## src/source/fetch_cfg.svh

```systemverilog
`ifndef FETCH_CFG_SVH
`define FETCH_CFG_SVH

// ********************
// fetch stage sizing
// ********************

// first pc after reset
`define FETCH_RESET_PC 64'h0000_0000_8000_0000

// pc and dnpc width
`define FETCH_XLEN 64

// 64-bit words in instruction memory
`define FETCH_IMEM_DEPTH 256

// word index width, log2 of depth
`define FETCH_IMEM_AW 8

`endif

```

## src/source/fetch_pkg.sv

```systemverilog
package fetch_pkg;

	// ********************
	// instruction word
	// ********************

	// common rv32 field split, r-type layout
	typedef struct packed {
		logic [6:0] funct7;
		logic [4:0] rs2;
		logic [4:0] rs1;
		logic [2:0] funct3;
		logic [4:0] rd;
		logic [6:0] opcode; // bits 6..0
	} rv_fields_s;

	// raw word from memory or the decoded field view
	typedef union packed {
		logic [31:0] raw;
		rv_fields_s  f;
	} rv_inst_u;

	// ********************
	// opcodes
	// ********************

	localparam logic [6:0] OP_JAL    = 7'b110_1111;
	localparam logic [6:0] OP_JALR   = 7'b110_0111;
	localparam logic [6:0] OP_BRANCH = 7'b110_0011; // beq bne blt bge bltu bgeu

	// ********************
	// fetch control types
	// ********************

	// what kind of control flow the current word is
	typedef enum logic [1:0] {
		cf_none   = 2'd0,
		cf_jal    = 2'd1,
		cf_jalr   = 2'd2,
		cf_branch = 2'd3
	} cf_kind_e;

	// next pc source
	typedef enum logic [1:0] {
		pc_seq      = 2'd0, // pc + 4
		pc_hold     = 2'd1, // keep pc
		pc_redirect = 2'd2  // take dnpc from execute
	} pc_sel_e;

endpackage

```

## src/source/fetch_if.sv

```systemverilog
`include "fetch_cfg.svh"

// signals shared between the fetch blocks
interface fetch_if;

	logic [`FETCH_XLEN-1:0] pc;      // current fetch address
	fetch_pkg::rv_inst_u    inst;    // word at pc
	fetch_pkg::cf_kind_e    cf_kind; // class of inst
	fetch_pkg::pc_sel_e     pc_sel;  // next pc choice

	// pc register
	modport pc_mp (
		output pc,
		input  pc_sel
	);

	// instruction memory read side
	modport mem_mp (
		input  pc,
		output inst
	);

	// control flow classifier
	modport dec_mp (
		input  inst,
		output cf_kind
	);

	// fetch fsm
	modport ctrl_mp (
		input  cf_kind,
		output pc_sel
	);

endinterface

```

## src/source/cf_decode.sv

```systemverilog
module cf_decode (
	fetch_if.dec_mp fi
);

	logic [6:0] opcode; // from the field view
	logic [2:0] funct3;
	logic       br_f3_ok; // funct3 names one of the six branches

	assign opcode = fi.inst.f.opcode;
	assign funct3 = fi.inst.f.funct3;

	// ********************
	// branch funct3 check
	// ********************

	// 0 beq, 1 bne, 4 blt, 5 bge, 6 bltu, 7 bgeu
	// 2 and 3 are not defined for the branch opcode
	always_comb begin
		case (funct3)
			3'b000, 3'b001: br_f3_ok = 1'b1;
			3'b100, 3'b101: br_f3_ok = 1'b1;
			3'b110, 3'b111: br_f3_ok = 1'b1;
			default:        br_f3_ok = 1'b0;
		endcase
	end

	// ********************
	// classify
	// ********************

	always_comb begin
		fi.cf_kind = fetch_pkg::cf_none; // plain instruction unless matched
		case (opcode)
			fetch_pkg::OP_JAL: begin
				fi.cf_kind = fetch_pkg::cf_jal; // no funct3 in j-type
			end
			fetch_pkg::OP_JALR: begin
				if (funct3 == 3'b000) begin
					fi.cf_kind = fetch_pkg::cf_jalr;
				end
			end
			fetch_pkg::OP_BRANCH: begin
				if (br_f3_ok) begin
					fi.cf_kind = fetch_pkg::cf_branch;
				end
			end
			default: begin
				fi.cf_kind = fetch_pkg::cf_none;
			end
		endcase
	end

endmodule

```

## src/flat_wrapper.sv

```systemverilog
// flat-port wrapper written by rule: the top's interface ports become plain ports
module cf_decode_flat 
  (fi_inst, fi_cf_kind);
  fetch_if fi_i ();
  input wire logic [$bits(fi_i.inst)-1:0] fi_inst;
  output wire logic [$bits(fi_i.cf_kind)-1:0] fi_cf_kind;
  assign fi_i.inst = fi_inst;
  assign fi_cf_kind = fi_i.cf_kind;
  cf_decode u_core (.fi(fi_i));
endmodule
```

## config.mk

```make
export PLATFORM = sky130hd
export DESIGN_NAME = cf_decode_flat
export DESIGN_NICKNAME = d
export VERILOG_FILES = /design/src/source/fetch_pkg.sv /design/src/source/fetch_if.sv /design/src/source/cf_decode.sv /design/src/flat_wrapper.sv
export VERILOG_INCLUDE_DIRS = /design/src /design/src/source
export SDC_FILE = /design/constraint.sdc
export NUM_CORES = 1
export LEC_CHECK = 0
export ABC_CLOCK_PERIOD_IN_PS = 1400
export BUFFER_PORTS_ARGS = -buffer_cell sky130_fd_sc_hd__buf_2
export CAP_MARGIN = 20
export CORE_AREA = 2 2 39 41
export DETAILED_ROUTE_END_ITERATION = 16
export DIE_AREA = 0 0 41 43
export PLACE_DENSITY = 0.49
export SLEW_MARGIN = 15
export SYNTH_ARGS = -nofsm -noshare
export SYNTH_HDL_FRONTEND = slang
export SYNTH_SLANG_ARGS = --single-unit
```

## constraint.sdc

```tcl
create_clock -name vclk -period 1.4
set_clock_uncertainty 0.1 [all_clocks]
set_input_delay 0.14 -clock vclk [all_inputs]
set_output_delay 0.14 -clock vclk [all_outputs]
set_load 0.01 [all_outputs]
```

After elaboration in Yosys (flattened, before gate mapping)
Index checks and enable logic that the tools add are counted.
- memory bits (read-only): 0
- bits in writable memories: 0
- bits in registers: 0
- latch bits: 0
- output and inout bits: 2
- word-level logic and storage cells: 14
- input bits: 32
- memories: 0
- shifts and indexed selects: 0
- eq/ne operators: 8
- $add $sub $neg: 0
- reductions and logical operators: 2
- order comparisons: 0
- bitwise logic cells: 0
- multipliers: 0
- div/mod/pow operators: 0
- muxes and demuxes: 4
- operators by type and width (kind ; count):
    $eq 7x7->1 const B ; 3
    $eq 3x3->1 const B ; 4
    $pmux 2 s3 ; 1
    $reduce_or 6->1 ; 1
    $mux 2 ; 2
    $eq 3x1->1 const B ; 1
    $logic_not 3->1 ; 1
    $mux 1 ; 1

Logic depth before layout (Yosys ltp)
Gate-level depths: netlist of the first run.
- word-level depth: 5
- gate-level depth with buffers: 3
- gate-level depth less buffers: 3

Least setup slack after synthesis of the first run
Ideal clock, no wire load.
- kind: input to output
- start point: input port fi_inst[6]
- end point: output port fi_cf_kind[1]
- stages: 3
- data arrival time: 0.755 ns
- buffers on the path: 0
- setup slack: 0.405 ns
- required time: 1.160 ns
- cell sequence: nor2b_1 -> nand4_1 -> nor4b_2
- word-level cells in the longest chain between the ends: 2
- elaborated cells on any way between the ends: 4
- those cells by class: 3 x eq/ne; 1 x mux
- ends and longest elaborated chain (element ; line ; source):
    start, declared ; flat_wrapper.sv:5 ; input wire logic [$bits(fi_i.inst)-1:0] fi_inst;
    $eq 7x7->1 ; cf_decode.sv:33 ; case (opcode)
    $pmux 2 s3 * ; cf_decode.sv:33 ;
    end, declared ; flat_wrapper.sv:6 ; output wire logic [$bits(fi_i.cf_kind)-1:0] fi_cf_kind;
Every way passes the cells marked *; elsewhere a longest branch is shown, timed or not.

Worst setup path after layout of the first run
- start point: input port fi_inst[13]
- end point: output port fi_cf_kind[0]
- word-level cells in the longest chain between the ends: 5
- elaborated cells on any way between the ends: 10
- those cells by class: 5 x eq/ne; 3 x mux; 2 x reduce/logical
- ends and longest elaborated chain (element ; line ; source):
    $eq 3x1->1, or another cell as far along ; cf_decode.sv:19 ; case (funct3)
    $reduce_or 6->1 (no source line) * ; - ;
    $mux 1 * ; cf_decode.sv:19 ;
    $mux 2 * ; cf_decode.sv:43 ; if (br_f3_ok) begin
    $pmux 2 s3 * ; cf_decode.sv:33 ;
Marked as above.

==> results.tsv, run 1 <==
metric	value	unit
Die H	43	um
DRT Pass-1 Iters	2	
WS Path Type	in2out	
# clk buffers	0	
warning count from the yosys run	0	
Slew HR	88.10	%
Initial Util	4.159	%
combinational share of power	100.0	%
final worst-path cycle share	85.21	%
DR iter-0 viols	1	
fin area	137.6	um^2
sequential cell area	0	um^2
DP Worst Slack	192.1	ps
hold_buf cts	0	
area grow syn2layout	139.1	%
CORE AREA	1384	um^2
placed inst area	137.6	um^2
RSZ-0062 raised after global routing	no	
DP HPWL	216.1	um
Hold Startpoint	fi_inst[3]	
Post-CTS Resized	0	
placement row count	14	
Synth Net Count	40	
nets@finish	54	
Critical Path End Type	output port	
initial antenna violation count	0	
VDD IR-drop max	38.31	uV
PnR Total Power	0.02283	mW
Post-Synth Adder-Cell Area	0	%
Seq/Total Area, Yosys	0	%
max-slew violations	0	
met3 wire length	73	um
Net Sw Frac	38.64	%
leakage power	0.06337	nW
Avg Cell Area, Syn	7.194	um^2
crit path DAT	950	ps
worst setup margin	207.1	ps
antenna cells	0	
sequential share of power	0	%
Hold Crit Depth	3	
Congestion Overflow GR	0	
postcts setup bufs	0	
detailed-route vias per instance	2.972	
setup violators final	0	
CP Launch Type	input port	
first-pass GRT wire length	296	um
fin cells	36	
WL met1	97	um
DRT Wirelength	222	um
RePlAce Congestion	0.4723	
P_int	0.01401	mW
largest net degree at the start of global routing	4	
placed cells	36	
drt wl/cell	6.167	um
clock share of power	0	%
post-route ant nets	0	
layout cells sized above 1	70.00	%
Syn Inst Count	8	
NetSw	0.008821	mW
number of I/O pins	34	
post-route setup TNS	0	ps
vias in the first global route	85	
Max-Cap Viols	0	
number of port buffers	12	
die area	1763	um^2
critical path data required time	1160	ps
hold crit path type	in2out	
Tot GR Track Use	2.298	%
Final Hold Slack	456.5	ps
via count	107	
minimum clock period after layout	1193	ps
simple-gate area share of the yosys netlist	76.09	%
CP Max Fanout	2	
Max Used Layer	met3	
WL met2	51	um
num sequential	0	
Worst Max-Slew Pin Slew	178.0	ps
post-synthesis mux area share	0	%
Cell Area, Synth	57.56	um^2
status	complete, no violations	
Compound-Gate Fraction of Synth Area	23.91	%
Post-Synth XOR/XNOR Area	0	%
hold endpoint	fi_cf_kind[1]	
Cell Pwr Density	165.9	nW/um^2
Final Hold Vio Count	0	
count of cell types in the netlist	7	
largest family of logic cells by synthesized area	simple AND/OR/NAND/NOR gates	
width of the die	41	um
Layout Utilization	9.946	%
Achievable Freq	838.3	MHz
DRC errors left	0	
==> power groups by stage <==
stage	combinational [mW]	clock (mW)	sequential, mW
final	0.0228	0	0
after global routing	0.0261	0	0
after CTS	0.0233	0	0
after detailed placement	0.0231	0	0
after global placement	0.0223	0	0
after floorplan	0.00724	0	0
==> layer usage <==
layer | GRT usage [%] | vias up
met5 | 0 | -
met4 | 0 | 0
met3 | 2.094 | 0
met2 | 3.125 | 12
met1 | 2.848 | 40
li1 | - | 55
==> worst max-delay path: stages <==
cell	delay [ps]
buf_2	90
nor2b_1	130
or3_1	320
a21oi_2	120
buf_2	140
==> Yosys cell counts, drive strengths merged <==
| library cell | number | area, um^2 |
|---|---|---|
| nor2b | 2 | 12.51 |
| a21oi | 1 | 8.760 |
| nand2 | 1 | 3.750 |
| nand4 | 1 | 6.260 |
| nor4b | 1 | 15.01 |
| o21ai | 1 | 5.000 |
| or3 | 1 | 6.260 |
==> final cells by class <==
type / count / area [um^2]
Fill cell: 161 / 1246
Multi-Input combinational cell: 8 / 57.56
Timing Repair Buffer: 12 / 60.06
Tap cell: 16 / 20.02
==> worst max-delay path by stage <==
stage,startpoint,endpoint,slack [ps],cells past startpoint
global placement,fi_inst[13],fi_cf_kind[0],210,5
CTS,fi_inst[4],fi_cf_kind[1],190,5
detailed placement,fi_inst[4],fi_cf_kind[1],190,5
finish,fi_inst[13],fi_cf_kind[0],210,5
global route,fi_inst[4],fi_cf_kind[1],130,5
floorplan,fi_inst[6],fi_cf_kind[1],410,3
==> kinds of logic (layout without fill, tap and decap cells) <==
kind of cell    after synthesis  in the layout
compound gates                2              2
buf+inv                       0             12
simple gates                  6              6
==> placed cells by master, fill, tap and decap left out <==
cell type,n
nand4_1,1
nor2b_1,2
a21oi_2,1
o21ai_0,1
nor4b_2,1
buf_2,12
or3_1,1
nand2_1,1
(Power assumes the default switching activity.)
==> inputs of run 2 (changes only) <==
- ABC_CLOCK_PERIOD_IN_PS: 1400 -> 1150
- clock period: 1.4 -> 1.15 ns (I/O delays scaled with it)
==> run 2 against run 1 <==
Against the previous run: global-route usage shrank 0.30 points; core utilization grew 1.1 points; first-iteration DRC count grew to 3.0 times the previous value; wire length grew 9.5%; critical path type unchanged.
==> results.tsv, run 2 (synthesis results as in run 1) <==
metric	value	unit	change
delay-heaviest family, CP	simple AND/OR/NAND/NOR gates		
final worst-path cycle share	98.68	%	
nets@finish	56		+3.7%
DR iter-0 viols	3		+2
crit-path most repeated cell	buf_2		
setup violators final	0		unchanged
Initial Util	4.159	%	unchanged
hold crit path type	in2out		
met2 usage	2.500	%	-0.62 points
commonest cells after routing, fill and taps aside	12 x buf_2, 2 x nor2b_1, 2 x buf_4		
width of the die	41	um	unchanged
RePlAce Congestion	0.4796		+1.5%
worst setup margin	15.17	ps	-191.9 ps
max-slew violations	0		unchanged
CP Max Fanout	2		unchanged
placed cells	38		+5.6%
num sequential	0		unchanged
DRT Wirelength	243	um	+9.5%
Fill cells	161		unchanged
number of port buffers	12		unchanged
sequential cell area	0	um^2	unchanged
Worst path slowest cell	or3_1		
post-route setup TNS	0	ps	unchanged
area grow syn2layout	165.2	%	
DP Worst Slack	9.767	ps	-182.4 ps
Critical path buffers and inverters	2		unchanged
GR peak layer	met1		
met1 Track Usage GR	3.797	%	+0.95 points
via count	111		+3.7%
CP Launch Type	input port		
Cell Pwr Density	205.7	nW/um^2	+24%
commonest non-fill, non-tap cell in the layout	buf_2		
minimum clock period after layout	1135	ps	
leakage power	0.07271	nW	+15%
hold endpoint	fi_cf_kind[1]		
antenna cells	0		unchanged
number of I/O pins	34		unchanged
die area	1763	um^2	unchanged
layout cells sized above 1	72.73	%	+2.7 points
vias in the first global route	73		-14%
DRC errors left	0		unchanged
CP max stage delay	320	ps	about the same
postcts setup bufs	0		unchanged
initial antenna violation count	0		unchanged
RSZ-0062 raised after global routing	yes		
CORE AREA	1384	um^2	unchanged
WS Path Type	in2out		
PnR Total Power	0.03140	mW	+38%
met3 global-route usage	0	%	-2.1 points
# clk buffers	0		unchanged
placement row count	14		unchanged
crit-path cells	buf_2 > nor2b_1 > or3_1 > a21oi_2 > buf_2		
first-pass GRT wire length	255	um	-14%
hold_buf cts	0		unchanged
Achievable Freq	881.2	MHz	
status	complete, no violations		
VDD IR-drop max	52.44	uV	+37%
post-route ant nets	0		unchanged
Max-Cap Viols	0		unchanged
detailed-route vias per instance	2.921		-1.7%
Hold Crit Depth	3		unchanged
fin cells	38		+5.6%
critical path data required time	940	ps	-220 ps
drt wl/cell	6.395	um	+3.7%
Hold Startpoint	fi_inst[3]		
largest net degree at the start of global routing	4		unchanged
Die H	43	um	unchanged
Tot GR Track Use	1.998	%	-0.30 points
Setup crit start	fi_inst[13]		
crit path DAT	920	ps	-30 ps
Worst Max-Slew Pin Slew	183.0	ps	+5.013 ps
Final Hold Vio Count	0		unchanged
Slew HR	87.77	%	-0.34 points
DRT Pass-1 Iters	2		unchanged
Congestion Overflow GR	0		unchanged
Critical Path End Type	output port		
[run 2: worst max path at each step]
stage | end | slack, ps | depth (start not counted)
floorplan | fi_cf_kind[1] | 210 | 3
global placement | fi_cf_kind[0] | 20 | 5
detailed placement | fi_cf_kind[0] | 10 | 5
CTS | fi_cf_kind[0] | -1 | 5
global route | fi_cf_kind[0] | -30 | 5
finish | fi_cf_kind[0] | 20 | 5
[run 2: stage by stage]
step	hold slack, ps	area, um^2	util (%)
4_1_cts	407.9	152.6	11.03
3_3_place_gp	401.9	152.6	11.03
6_report	404.3	152.6	11.03
2_1_floorplan	164.1	57.56	-
3_5_place_dp	407.9	152.6	11.03
5_1_grt	421.3	152.6	11.03
[run 2: repair_timing]
item / 4_1_cts / 5_1_grt
setup endpoints to repair: 1 / 2
pin swaps: 0 / 2
gates cloned: 0 / 0
resized for setup: 0 / 0
[run 2: layout make-up]
type                       instances  area [um^2]  area share, %
timing repair buffer              14        75.07          49.18
multi-input combinational          8        57.56          37.71
tap                               16        20.02          13.11
[run 2: per-layer routing]
layer,wire [um],share of wire (%)
met5,0,0
met4,0,0
met3,50,21
met2,55,23
met1,137,56
[run 2: power breakdown]
part | switching [mW] | total (mW) | leakage (nW) | internal [mW]
Clock | 0 | 0 | 0 | 0
Combinational | 0.0116 | 0.0314 | 0.0727 | 0.0198
Sequential | 0 | 0 | 0 | 0
Total | 0.0116 | 0.0314 | 0.0727 | 0.0198
