File: src/source/fetch_cfg.svh
`ifndef FETCH_CFG_SVH
`define FETCH_CFG_SVH

// ********************
// fetch stage sizing
// ********************

// first pc after reset
`define FETCH_RESET_PC 64'h0000_0000_8000_0000

// pc and dnpc width
`define FETCH_XLEN 64

// 64-bit words in instruction memory
`define FETCH_IMEM_DEPTH 256

// word index width, log2 of depth
`define FETCH_IMEM_AW 8

`endif

File: src/source/fetch_pkg.sv
package fetch_pkg;

	// ********************
	// instruction word
	// ********************

	// common rv32 field split, r-type layout
	typedef struct packed {
		logic [6:0] funct7;
		logic [4:0] rs2;
		logic [4:0] rs1;
		logic [2:0] funct3;
		logic [4:0] rd;
		logic [6:0] opcode; // bits 6..0
	} rv_fields_s;

	// raw word from memory or the decoded field view
	typedef union packed {
		logic [31:0] raw;
		rv_fields_s  f;
	} rv_inst_u;

	// ********************
	// opcodes
	// ********************

	localparam logic [6:0] OP_JAL    = 7'b110_1111;
	localparam logic [6:0] OP_JALR   = 7'b110_0111;
	localparam logic [6:0] OP_BRANCH = 7'b110_0011; // beq bne blt bge bltu bgeu

	// ********************
	// fetch control types
	// ********************

	// what kind of control flow the current word is
	typedef enum logic [1:0] {
		cf_none   = 2'd0,
		cf_jal    = 2'd1,
		cf_jalr   = 2'd2,
		cf_branch = 2'd3
	} cf_kind_e;

	// next pc source
	typedef enum logic [1:0] {
		pc_seq      = 2'd0, // pc + 4
		pc_hold     = 2'd1, // keep pc
		pc_redirect = 2'd2  // take dnpc from execute
	} pc_sel_e;

endpackage

File: src/source/fetch_if.sv
`include "fetch_cfg.svh"

// signals shared between the fetch blocks
interface fetch_if;

	logic [`FETCH_XLEN-1:0] pc;      // current fetch address
	fetch_pkg::rv_inst_u    inst;    // word at pc
	fetch_pkg::cf_kind_e    cf_kind; // class of inst
	fetch_pkg::pc_sel_e     pc_sel;  // next pc choice

	// pc register
	modport pc_mp (
		output pc,
		input  pc_sel
	);

	// instruction memory read side
	modport mem_mp (
		input  pc,
		output inst
	);

	// control flow classifier
	modport dec_mp (
		input  inst,
		output cf_kind
	);

	// fetch fsm
	modport ctrl_mp (
		input  cf_kind,
		output pc_sel
	);

endinterface

File: src/source/pc_unit.sv
`include "fetch_cfg.svh"

module pc_unit (
	input  logic                   clk,
	input  logic                   rst,
	input  logic [`FETCH_XLEN-1:0] dnpc, // resolved target from execute
	fetch_if.pc_mp                 fi
);

	// one instruction is 4 bytes
	localparam logic [`FETCH_XLEN-1:0] PC_STEP = `FETCH_XLEN'(4);

	logic [`FETCH_XLEN-1:0] pc_next; // value loaded on next edge

	// ********************
	// next pc mux
	// ********************

	always_comb begin
		case (fi.pc_sel)
			fetch_pkg::pc_seq: begin
				pc_next = fi.pc + PC_STEP; // straight line
			end
			fetch_pkg::pc_redirect: begin
				pc_next = dnpc; // branch or jump resolved
			end
			fetch_pkg::pc_hold: begin
				pc_next = fi.pc; // stalled on control flow
			end
			default: begin
				pc_next = fi.pc; // unused code holds too
			end
		endcase
	end

	// ********************
	// pc register
	// ********************

	always_ff @(posedge clk) begin
		if (rst) begin
			fi.pc <= `FETCH_RESET_PC;
		end else begin
			fi.pc <= pc_next;
		end
	end

endmodule

File: src/flat_wrapper.sv
// flat-port wrapper written by rule: the top's interface ports become plain ports
module pc_unit_flat 
  (clk, rst, dnpc, fi_pc, fi_pc_sel);
  fetch_if fi_i ();
  input  logic clk;
  input  logic rst;
  input  logic [`FETCH_XLEN-1:0] dnpc;
  output wire logic [$bits(fi_i.pc)-1:0] fi_pc;
  input wire logic [$bits(fi_i.pc_sel)-1:0] fi_pc_sel;
  assign fi_pc = fi_i.pc;
  assign fi_i.pc_sel = fi_pc_sel;
  pc_unit u_core (.clk(clk), .rst(rst), .dnpc(dnpc), .fi(fi_i));
endmodule
File: config.mk
export PLATFORM = sky130hd
export DESIGN_NAME = pc_unit_flat
export DESIGN_NICKNAME = d
export VERILOG_FILES = /design/src/source/fetch_pkg.sv /design/src/source/fetch_if.sv /design/src/source/pc_unit.sv /design/src/flat_wrapper.sv
export VERILOG_INCLUDE_DIRS = /design/src /design/src/source
export SDC_FILE = /design/constraint.sdc
export NUM_CORES = 1
export LEC_CHECK = 0
export BUFFER_PORTS_ARGS = -buffer_cell sky130_fd_sc_hd__buf_4
export CORE_ASPECT_RATIO = 0.5
export CORE_MARGIN = 4
export CORE_UTILIZATION = 40
export CTS_BUF_LIST = sky130_fd_sc_hd__clkbuf_4 sky130_fd_sc_hd__clkbuf_8
export DETAILED_ROUTE_END_ITERATION = 6
export SETUP_SLACK_MARGIN = 0.02
export SLEW_MARGIN = 40
export SYNTH_ARGS = -nofsm -noshare
export SYNTH_HDL_FRONTEND = slang
export SYNTH_SLANG_ARGS = --single-unit
File: constraint.sdc
create_clock -name clk -period 3.3 [get_ports clk]
set_clock_uncertainty 0.15 [all_clocks]
set_input_delay 0.33 -clock clk [delete_from_list [all_inputs] [get_ports clk]]
set_output_delay 0.33 -clock clk [all_outputs]
set_load 0.05 [all_outputs]
Word level (Yosys, flattened, before mapping):

Index checks and enable logic that the tools add are counted.

* word-level logic and storage cells: 6
* output and inout port bits: 64
* input bits: 68
* flip-flop bits (word level): 64

* reduce and logical (&&, ||, !) cells: 2
* add/sub/neg operators: 1
* multiplexer cells: 1
* eq/ne operators: 1

Operators with widths (count)
* 64-bit one-hot mux with 2 select lines: 1
* 64-bit by 3-bit adder with 64-bit output (second input constant): 1
* 2-bit == test (second input constant): 1
* 2-bit zero test: 1
* 2-bit nonzero test: 1

Depth between registers and ports, before layout:

Gate-level depths: netlist of run 1.

* word-level depth: 2
* gate-level depth with buffers: 7
* depth with buffers taken out: 6

Worst setup path before layout of run 1:

No wires, ideal clock.

* path type: reg-to-reg
* start: reg u_core.fi.pc[2]
* end: reg u_core.fi.pc[58]
* arrival time: 2854 ps
* required time: 3087 ps
* cell stages (with the launch flop): 8
* clock period less this slack: 3068 ps
* setup slack: 232 ps
* library setup time: 63 ps
* buffers on the path: 1
* cell sequence: dfxtp_1 ha_1 nand3_2 or4_4 or4_1 clkbuf_2 or4b_1 nand3_1

* word-level cells in the longest chain between the ends: 2

RTL lines
* start, declared: RTL line fetch_if.sv:13 `output pc,`
* start signal, assigned: RTL line pc_unit.sv:42 `` fi.pc <= `FETCH_RESET_PC; ``
* start signal, assigned: RTL line pc_unit.sv:44 `fi.pc <= pc_next;`
* 64-bit by 3-bit adder with 64-bit output: RTL line pc_unit.sv:22 `pc_next = fi.pc + PC_STEP;`
* 64-bit one-hot mux with 2 select lines: RTL line pc_unit.sv:20 `case (fi.pc_sel)`

Every way passes these cells.
A chain may end at the register's enable or synchronous reset.

Worst setup path in the final report of run 1:

Ends and elaborated chain as after synthesis.

==> results by group, run 1 <==
Global routing
  – GRT overflow: 0
  – First-pass GRT wire length: 26.78 mm
  – GRT Util Overall: 26.17%
  – Initial antenna violation count: 0
  – Vias in the first global route: 4938
  – Largest net degree at the start of global routing: 47

Logic synthesis
  – Net Count, Synth: 677
  – Post-synth EDFFs: 0
  – Post-Syn Area: 0.004419 sq mm
  – Yosys Warn Count: 0
  – Seq/Total Area, Yosys: 28.99%
  – Async SR Flop Fraction: 0%
  – Synth cell types: 70
  – Post-synth top flop: dfxtp_1
  – Syn Inst Count: 608
  – Avg Synthesized Cell Area: 7.268 sq um
  – Count of state elements after synthesis: 64

Setup path
  – Crit-path cells: ha_1 -> nand3_2 -> or4_4 -> or4_1 -> or4b_1 -> nand3_1
  – Crit path capture type: flop
  – Worst EP arrival: 3.07 ns
  – Data required, critical path: 3.44 ns
  – Critical path type: flop to flop
  – Crit path largest cell delay: 0.64 ns
  – Buffer and inverter count on the worst path: 0
  – Slowest-stage cell, CP: or4_1
  – Family with the most delay on the worst path: simple AND/OR/NAND/NOR gates
  – Worst Path Max Fanout: 8
  – Startpoint Class: flop

Placement
  – Input/output buffers: 131
  – Worst slack, placed: 0.4193 ns
  – Dpl hpwl: 11.98 mm
  – Final RePlAce weighted congestion: 0.9175

Worst hold path
  – Min-delay worst type: input pin to flop

Floorplanning
  – Die Area: 0.01290 sq mm
  – Rows: 26
  – I/O Pins: 132
  – Core Region: 0.01048 sq mm
  – Die width: 156.6 microns
  – Die H: 82.33 microns
  – Initial Util: 42.19%

CTS
  – Clk sinks: 64
  – Clk root buf: clkbuf_8
  – Clock buffer depth: 2
  – Latest clock arrival within the worst-skew pair: 0.35 ns
  – Clk slew on worst S/H paths: 0.08 ns
  – Depth of the CTS H-tree: 3
  – Inserted Clock Buffers: 9
  – CTS tree: yes
  – Hold buffers post-CTS: 0
  – Post-CTS Setup Inserts: 0
  – Post-CTS Resized: 0

Timing
  – Slew Limit Fails: 0
  – Crit share post-route: 88.58%
  – Tightest Pin Transition: 0.7370 ns
  – Post-route minimum period: 2.923 ns
  – Slew headroom: 50.73%
  – Total negative slack: 0 ns
  – Max frequency: 342.1 MHz
  – Setup WS post-layout: 0.3768 ns
  – Hold Vio Cnt, Final: 0
  – Endpoints failing setup: 0
  – RSZ-0062 raised after global routing: no
  – Worst-case hold slack: 0.06953 ns

Finish
  – Area Overhead vs Synth: 30.46%
  – Biggest register: u_core.fi.pc
  – Share of cells above drive strength 1: 26.44%
  – Max FFs per register: 64
  – Final #Nets: 794
  – Top Registers: u_core.fi.pc (64)
  – Ant. Diodes: 0

Pwr
  – P per Cell Area: 370.7 mW/mm^2
  – Worst VDD drop: 0.0001555 V
  – Static Leak: 2.203 nW

Route
  – Via-per-instance ratio: 6.179
  – DR vias: 5376
  – DR top layer: met4
  – Drt pass-1 iters: 5
  – Detail Route Antenna Nets: 0
  – Post-Route M1 WL: 8.119 mm
  – Avg WL per Cell: 19.39 microns
  – DR WL met2: 7.319 mm
  – Routed WL: 16.87 mm
  – Total length of routed met3 wires: 1.321 mm
  – DRT iter0 DRCs: 449
  – DR DRC count: 0

Job
  – Max cap viols: 0

Run status
  – Status: complete, no violations
[cell families after synthesis]
kind of cell               after synthesis  share of synthesized area, %
DFF                                     64                         28.99
AOI/OAI and AO/OA                      190                         29.36
adders and majority gates                1                        0.2831
muxes                                    4                        0.9343
xor gates and xnor gates                 1                        0.1982
buffers and inverters                   58                         5.011
and+or+nand+nor                        290                         35.22
[tightest hold or removal path, delay by kind of cell]
kind	cells	cell delay [ns]
buf+inv	1	0.11
compound gates	1	0.05
simple gates	1	0.04
[area by class of cell]
type | count | area [sq um]
fill | 1054 | 4710
multi-input combinational | 486 | 2917
sequential | 64 | 1281
timing repair buffer | 156 | 1171
tap | 140 | 175.2
clock buffer | 12 | 146.4
clock inverter | 4 | 45.04
inverter | 8 | 30.03
[cells in the final DEF (no fill, tap or decap), types with 3 or more instances in the layout]
| cell | instances |
|---|---|
| a21oi_1 | 48 |
| o211ai_1 | 18 |
| buf_4 | 156 |
| nor2_1 | 43 |
| o221a_2 | 7 |
| clkbuf_8 | 9 |
| clkinv_2 | 3 |
| o21ai_0 | 30 |
| inv_1 | 7 |
| and4_1 | 8 |
| a21o_1 | 6 |
| or4_1 | 13 |
| and2_1 | 14 |
| nor2b_1 | 3 |
| a32o_1 | 4 |
| nor4_1 | 14 |
| o21a_1 | 5 |
| mux2i_1 | 3 |
| nand2_1 | 65 |
| a22oi_1 | 11 |
| and3_1 | 27 |
| a211oi_1 | 8 |
| o22ai_1 | 3 |
| a31oi_1 | 17 |
| nor3_1 | 20 |
| clkbuf_4 | 3 |
| nand4_1 | 31 |
| dfxtp_1 | 64 |
| o41ai_1 | 3 |
| nand3_1 | 33 |
| or3_1 | 5 |
[per-layer routing]
layer,vias up,global-route usage (%)
met2,214,41.11
met1,2554,37.71
li1,2597,-
met4,0,4.589
met5,-,0
met3,11,5.258
[metrics by stage]
stage	power, mW	instances	utilization, %	area, sq um
after floorplan	1.235	608	-	4419
after global placement	1.447	854	53.21	5574
after detailed placement	1.450	854	53.21	5574
after CTS	2.143	870	55.04	5766
after global routing	2.223	870	55.04	5766
final	2.137	870	55.04	5766
[path summary, 6_finish.rpt]
path,start,endpoint,slack [ns],cells after the start
worst max-delay path,u_core.fi.pc[2],u_core.fi.pc[58],0.38,6
worst min-delay path,dnpc[0],u_core.fi.pc[0],0.07,3
worst max register to register,u_core.fi.pc[2],u_core.fi.pc[58],0.38,6
worst min register to register,u_core.fi.pc[0],u_core.fi.pc[0],0.31,2
[Yosys cell counts, types with 3 or more instances]
cell | count | area (sq um)
mux2i_1 | 3 | 30.03
buf_1 | 5 | 18.77
nor3_1 | 20 | 100.1
o41ai_1 | 3 | 26.28
a32o_1 | 4 | 40.04
or4_1 | 13 | 97.59
a211oi_1 | 8 | 60.06
and4_1 | 8 | 70.07
o21a_1 | 5 | 37.54
nand4_1 | 31 | 193.9
dfxtp_1 | 64 | 1281
a21oi_1 | 48 | 240.2
o221a_2 | 7 | 78.83
nor4_1 | 14 | 87.58
nand3_1 | 33 | 165.2
nor2b_1 | 3 | 18.77
o21ai_0 | 30 | 150.1
o211ai_1 | 18 | 135.1
inv_1 | 7 | 26.28
or3_1 | 5 | 31.28
a22oi_1 | 11 | 82.58
o22ai_1 | 3 | 18.77
clkbuf_1 | 42 | 157.7
and3_1 | 27 | 168.9
a21o_1 | 6 | 45.04
a31oi_1 | 17 | 106.4
nor2_1 | 43 | 161.4
nand2_1 | 65 | 244.0
and2_1 | 14 | 87.58
[power breakdown]
part | internal, mW | switching [mW] | total, mW | leakage (nW)
sequential | 0.820 | 0.0789 | 0.899 | 0.526
combinational | 0.197 | 0.338 | 0.535 | 1.57
clock | 0.371 | 0.332 | 0.703 | 0.104
Note: power is estimated with default switching activity, not from simulation.
==> inputs of run 2 (changes only) <==
Settings changed: CELL_PAD_IN_SITES_DETAIL_PLACEMENT from default to 1, CELL_PAD_IN_SITES_GLOBAL_PLACEMENT from default to 1, CORE_UTILIZATION 40 to 38, PLACE_DENSITY_LB_ADDON from default to 0.1, REMOVE_ABC_BUFFERS from default to 1.
==> results by group, run 2 (synthesis gave the netlist of run 1 again) <==
Run status
  – Status: complete, no violations

Placement
  – Final RePlAce weighted congestion: 0.9042 (-1.4%)
  – Cell total after placement: 872 (+2.1%)
  – Dpl hpwl: 13.17 mm (+9.9%)
  – Input/output buffers: 131 (unchanged)

Setup path
  – Data required, critical path: 3.45 ns (about the same)
  – Critical R2R Launch: u_core.fi.pc[2]
  – Crit path capture type: flop
  – FF-to-FF End: u_core.fi.pc[58]
  – Buffer and inverter count on the worst path: 0 (unchanged)
  – Crit path largest cell delay: 0.68 ns (+0.04 ns)
  – Slowest-stage cell, CP: or4_1
  – Worst EP arrival: 3.13 ns (+0.06 ns)
  – Worst Path Max Fanout: 8 (unchanged)
  – Critical path type: flop to flop
  – Family with the most delay on the worst path: simple AND/OR/NAND/NOR gates
  – Startpoint Class: flop
  – Reg2reg path depth: 6 (unchanged)
  – Crit-path cells: ha_1 -> nand3_2 -> or4_4 -> or4_1 -> or4b_1 -> nand3_1
  – R2R Setup Slk: 0.32 ns (-0.06 ns)

CTS
  – Hold buffers post-CTS: 0 (unchanged)
  – Latest clock arrival within the worst-skew pair: 0.35 ns (about the same)
  – Clk slew on worst S/H paths: 0.08 ns (about the same)
  – Clk sinks: 64 (unchanged)
  – Clock buffer depth: 2 (unchanged)
  – Post-CTS Setup Inserts: 0 (unchanged)
  – Clk root buf: clkbuf_8
  – Inserted Clock Buffers: 9 (unchanged)
  – Depth of the CTS H-tree: 3 (unchanged)
  – Post-CTS Resized: 0 (unchanged)
  – CTS tree: yes

Route
  – DR DRC count: 0 (unchanged)
  – DRT iter0 DRCs: 387 (-14%)
  – Avg WL per Cell: 20.54 microns (+6.0%)
  – Via-per-instance ratio: 6.241 (+1.0%)
  – Detail Route Antenna Nets: 0 (unchanged)
  – DR vias: 5542 (+3.1%)
  – Routed WL: 18.24 mm (+8.2%)
  – Drt pass-1 iters: 5 (unchanged)

Timing
  – Post-route minimum period: 2.983 ns (+0.05991 ns)
  – Endpoints failing setup: 0 (unchanged)
  – Crit share post-route: 90.40% (+1.8 points)
  – Tightest Pin Transition: 0.7109 ns (-0.02612 ns)
  – Max frequency: 335.2 MHz (-2.0%)
  – Total negative slack: 0 ns (unchanged)
  – Hold Vio Cnt, Final: 0 (unchanged)
  – Slew Limit Fails: 0 (unchanged)
  – Slew headroom: 52.49% (+1.8 points)
  – RSZ-0062 raised after global routing: no

Global routing
  – GRT overflow: 0 (unchanged)
  – Vias in the first global route: 5628 (+14%)
  – Largest net degree at the start of global routing: 44 (-6.4%)
  – Initial antenna violation count: 0 (unchanged)
  – GRT Util Overall: 26.75% (+0.58 points)
  – First-pass GRT wire length: 29.81 mm (+11%)

Pwr
  – Static Leak: 2.196 nW (-0.28%)
  – P per Cell Area: 371.2 mW/mm^2 (+0.14%)
  – Worst VDD drop: 0.0001384 V (-11%)

Finish
  – Area Overhead vs Synth: 30.83%
  – Commonest cells after routing, fill and taps aside: buf_4 (155), nand2_1 (65), dfxtp_1 (64)
  – Finished Layout Cells: 888 (+2.1%)
  – Max FFs per register: 64 (unchanged)
  – Ant. Diodes: 0 (unchanged)
  – Final #Nets: 793 (-0.13%)
  – Leading cell type in the layout, fill and taps excluded: buf_4
  – Fillers: 1436 (+36%)
  – Share of cells above drive strength 1: 26.34% (-0.10 points)
  – Biggest register: u_core.fi.pc
  – Top Registers: u_core.fi.pc (64)

Floorplanning
  – Rows: 27 (+3.8%)
  – Die width: 160.5 microns (+2.5%)
  – Die H: 84.26 microns (+2.3%)
  – Core Region: 0.01118 sq mm (+6.7%)
  – Initial Util: 39.52% (-2.7 points)
  – Die Area: 0.01352 sq mm (+4.9%)
  – I/O Pins: 132 (unchanged)

Worst hold path
  – WHS Path Cells: 3 (unchanged)
  – Hold endpoint: u_core.fi.pc[1]
  – Hold path start: dnpc[1]
  – Min-delay worst type: input pin to flop

Job
  – Max cap viols: 0 (unchanged)
[run 2: layout make-up]
type | count | area (sq um) | area share, %
multi-input combinational | 486 | 2917 | 50.44
tap | 159 | 198.9 | 3.441
clock buffer | 12 | 146.4 | 2.532
timing repair buffer | 155 | 1164 | 20.13
sequential | 64 | 1281 | 22.16
clock inverter | 4 | 45.04 | 0.7791
inverter | 8 | 30.03 | 0.5194
[run 2: routing by layer]
layer  up-vias  share of wire, %  global-route usage [%]
met5         -                 0                       0
met4         0              0.79                   5.386
met3        17               7.5                   6.768
met2       191                45                   43.39
met1      2731                47                   36.34
li1       2603                 -                       -
[run 2: how the worst max path moves through the flow]
stage / slack [ns] / depth (start not counted) / to / startpoint
detailed placement: 0.36 / 6 / u_core.fi.pc[58] / u_core.fi.pc[2]
CTS: 0.32 / 6 / u_core.fi.pc[58] / u_core.fi.pc[2]
floorplan: 0.25 / 6 / u_core.fi.pc[58] / u_core.fi.pc[2]
global route: 0.17 / 6 / u_core.fi.pc[58] / u_core.fi.pc[2]
finish: 0.32 / 6 / u_core.fi.pc[58] / u_core.fi.pc[2]
global placement: 0.43 / 6 / u_core.fi.pc[58] / u_core.fi.pc[2]
[run 2: power by group]
part           internal, mW  leakage [nW]  switching (mW)
clock                 0.371         0.104           0.331
combinational         0.197          1.57           0.344
sequential            0.820         0.526          0.0829
total                  1.39          2.20           0.758
[run 2: worst min-delay path: cells and delay by family]
kind | cells | cell delay, ns
AO/OA/AOI/OAI | 1 | 0.05
buffers and inverters | 1 | 0.11
AND/OR/NAND/NOR | 1 | 0.05
[run 2: metrics by stage]
stage          cell area, sq um  power (mW)  utilization, %  setup slack (ns)  hold WS [ns]
2_1_floorplan              4228       1.198               -            0.2455        0.2491
3_3_place_gp               5590       1.450           49.99            0.4300        0.2963
3_5_place_dp               5590       1.460           49.99            0.3583        0.3002
4_1_cts                    5782       2.156           51.71            0.3200       0.07095
5_1_grt                    5782       2.230           51.71            0.1690       0.07305
6_report                   5782       2.146           51.71            0.3169       0.07812
==> inputs of run 3 (changes only) <==
Settings changed: BUFFER_PORTS_ARGS -buffer_cell sky130_fd_sc_hd__buf_4 to -buffer_cell sky130_fd_sc_hd__buf_2, CORE_ASPECT_RATIO 0.5 to 1.4.
==> results by group, run 3 (synthesis gave the netlist of run 1 again) <==
Run status
  – Status: complete, no violations

CTS
  – Depth of the CTS H-tree: 3 (unchanged)
  – Post-CTS Resized: 0 (unchanged)
  – Post-CTS Setup Inserts: 0 (unchanged)
  – Hold buffers post-CTS: 0 (unchanged)
  – Inserted Clock Buffers: 9 (unchanged)
  – Clk slew on worst S/H paths: 0.07 ns (about the same)
  – Clk root buf: clkbuf_8
  – Latest clock arrival within the worst-skew pair: 0.35 ns (about the same)
  – Clock buffer depth: 2 (unchanged)
  – CTS tree: yes
  – Clk sinks: 64 (unchanged)

Placement
  – Dpl hpwl: 13.51 mm (+2.6%)
  – Final RePlAce weighted congestion: 0.8824 (-2.4%)
  – Cell total after placement: 856 (-1.8%)
  – Input/output buffers: 131 (unchanged)

Pwr
  – P per Cell Area: 379.3 mW/mm^2 (+2.2%)
  – Psw: 744.6 uW (-1.7%)
  – Static Leak: 2.122 nW (-3.4%)
  – Clock power frac: 32.1% (-0.6 points)
  – Switching Fraction: 36.16% (+0.85 points)
  – Tot Pwr: 2.059 mW (-4.0%)
  – Reg power frac: 43.7% (+1.6 points)
  – Combinational power share: 24.2% (-1.0 points)
  – Cell Int Power: 1.315 mW (-5.3%)
  – Worst VDD drop: 0.0001830 V (+32%)

Setup path
  – Worst Path Max Fanout: 8 (unchanged)
  – Crit path capture type: flop
  – Data required, critical path: 3.44 ns (about the same)
  – Worst EP arrival: 3.10 ns (-0.03 ns)
  – Critical path type: flop to flop
  – Startpoint Class: flop

Route
  – Via-per-instance ratio: 6.380 (+2.2%)
  – Avg WL per Cell: 21.44 microns (+4.4%)
  – DR DRC count: 0 (unchanged)
  – DRT iter0 DRCs: 271 (-30%)
  – Drt pass-1 iters: 6 (+1)
  – DR vias: 5551 (+0.16%)
  – Detail Route Antenna Nets: 0 (unchanged)
  – Routed WL: 18.65 mm (+2.2%)

Job
  – Max cap viols: 0 (unchanged)

Floorplanning
  – I/O Pins: 132 (unchanged)
  – Initial Util: 38.98% (-0.55 points)
  – Die width: 99.14 microns (-38%)
  – Die Area: 0.01344 sq mm (-0.60%)
  – Die H: 135.6 microns (+61%)
  – Core Region: 0.01134 sq mm (+1.4%)
  – Rows: 46 (+70%)

Timing
  – Tightest Pin Transition: 0.6431 ns (-0.06787 ns)
  – Endpoints failing setup: 0 (unchanged)
  – Slew Limit Fails: 0 (unchanged)
  – Crit share post-route: 89.61% (-0.79 points)
  – Slew headroom: 56.80% (+4.3 points)
  – Post-route minimum period: 2.957 ns (-0.02591 ns)
  – Hold Vio Cnt, Final: 0 (unchanged)
  – Total negative slack: 0 ns (unchanged)
  – Worst-case hold slack: 0.06336 ns (-0.01476 ns)
  – RSZ-0062 raised after global routing: no
  – Max frequency: 338.2 MHz (+0.88%)

Finish
  – Flip-flop and latch area: 0.001281 sq mm (unchanged)
  – Finished Layout Cells: 870 (-2.0%)
  – Ant. Diodes: 0 (unchanged)
  – Final #Nets: 792 (-0.13%)
  – Top Registers: u_core.fi.pc (64)
  – Layout Utilization: 47.88% (-3.8 points)
  – Fillers: 1498 (+4.3%)
  – Share of cells above drive strength 1: 26.03% (-0.30 points)
  – Leading cell type in the layout, fill and taps excluded: buf_2
  – Biggest register: u_core.fi.pc
  – Commonest cells after routing, fill and taps aside: buf_2 (131), nand2_1 (65), dfxtp_1 (64)
  – Multi-input gate area: 0.002917 sq mm (unchanged)
  – Max FFs per register: 64 (unchanged)
  – Area Overhead vs Synth: 22.85%

Global routing
  – GRT Util Overall: 27.33% (+0.57 points)
  – GRT overflow: 0 (unchanged)
  – Vias in the first global route: 5693 (+1.2%)
  – Largest net degree at the start of global routing: 79 (+80%)
  – First-pass GRT wire length: 29.60 mm (-0.69%)
  – Initial antenna violation count: 0 (unchanged)

Worst hold path
  – Min-delay worst type: input pin to flop
## run 3: cell types whose count changed in the layout (fill, tap and decap cells not counted), sizes merged
cell,previous run,this run
bufinv,1,0
clkinv,4,1
buf,155,154
clkbuf,12,14
## run 3: final cells by class
class	instances	share of cell area (%)
clock buffer	14	3.319
inverter	8	0.5531
multi-input combinational	486	53.72
sequential	64	23.60
tap	144	3.319
timing repair buffer	154	15.49
## run 3: power groups by stage
stage / Combinational, mW / Sequential, mW / Clock (mW)
2_1_floorplan: 0.136 / 1.06 / 0
3_3_place_gp: 0.489 / 0.910 / 0
3_5_place_dp: 0.497 / 0.914 / 0
4_1_cts: 0.500 / 0.897 / 0.680
5_1_grt: 0.533 / 0.909 / 0.714
6_report: 0.498 / 0.899 / 0.662
## run 3: metal layers
metal,global-route usage [%],routed length (microns),up-vias
met2,47.42,9342,198
met5,0,0,-
li1,-,-,2589
met3,4.534,1089,44
met4,13.06,643,0
met1,32.47,7576,2720
## run 3: through the flow
step                area (sq um)  setup slack [ns]
global route                5429            0.2178
floorplan                   4228            0.2455
detailed placement          5249            0.3871
CTS                         5429            0.3643
global placement            5249            0.4855
finish                      5429            0.3428
## run 3: worst paths after layout
path / depth (start not counted) / slack (ns) / startpoint / end
worst max-delay path: 6 / 0.34 / u_core.fi.pc[2] / u_core.fi.pc[58]
worst min-delay path: 3 / 0.06 / dnpc[0] / u_core.fi.pc[0]
worst max register to register: 6 / 0.34 / u_core.fi.pc[2] / u_core.fi.pc[58]
worst min register to register: 2 / 0.32 / u_core.fi.pc[1] / u_core.fi.pc[1]
## run 3: worst max-delay path, cell delays in order (launching register included)
cell     delay, ns
dfxtp_1       0.46
ha_1          0.27
nand3_2       0.19
or4_4         0.54
or4_1         0.64
or4b_1        0.55
nand3_1       0.10
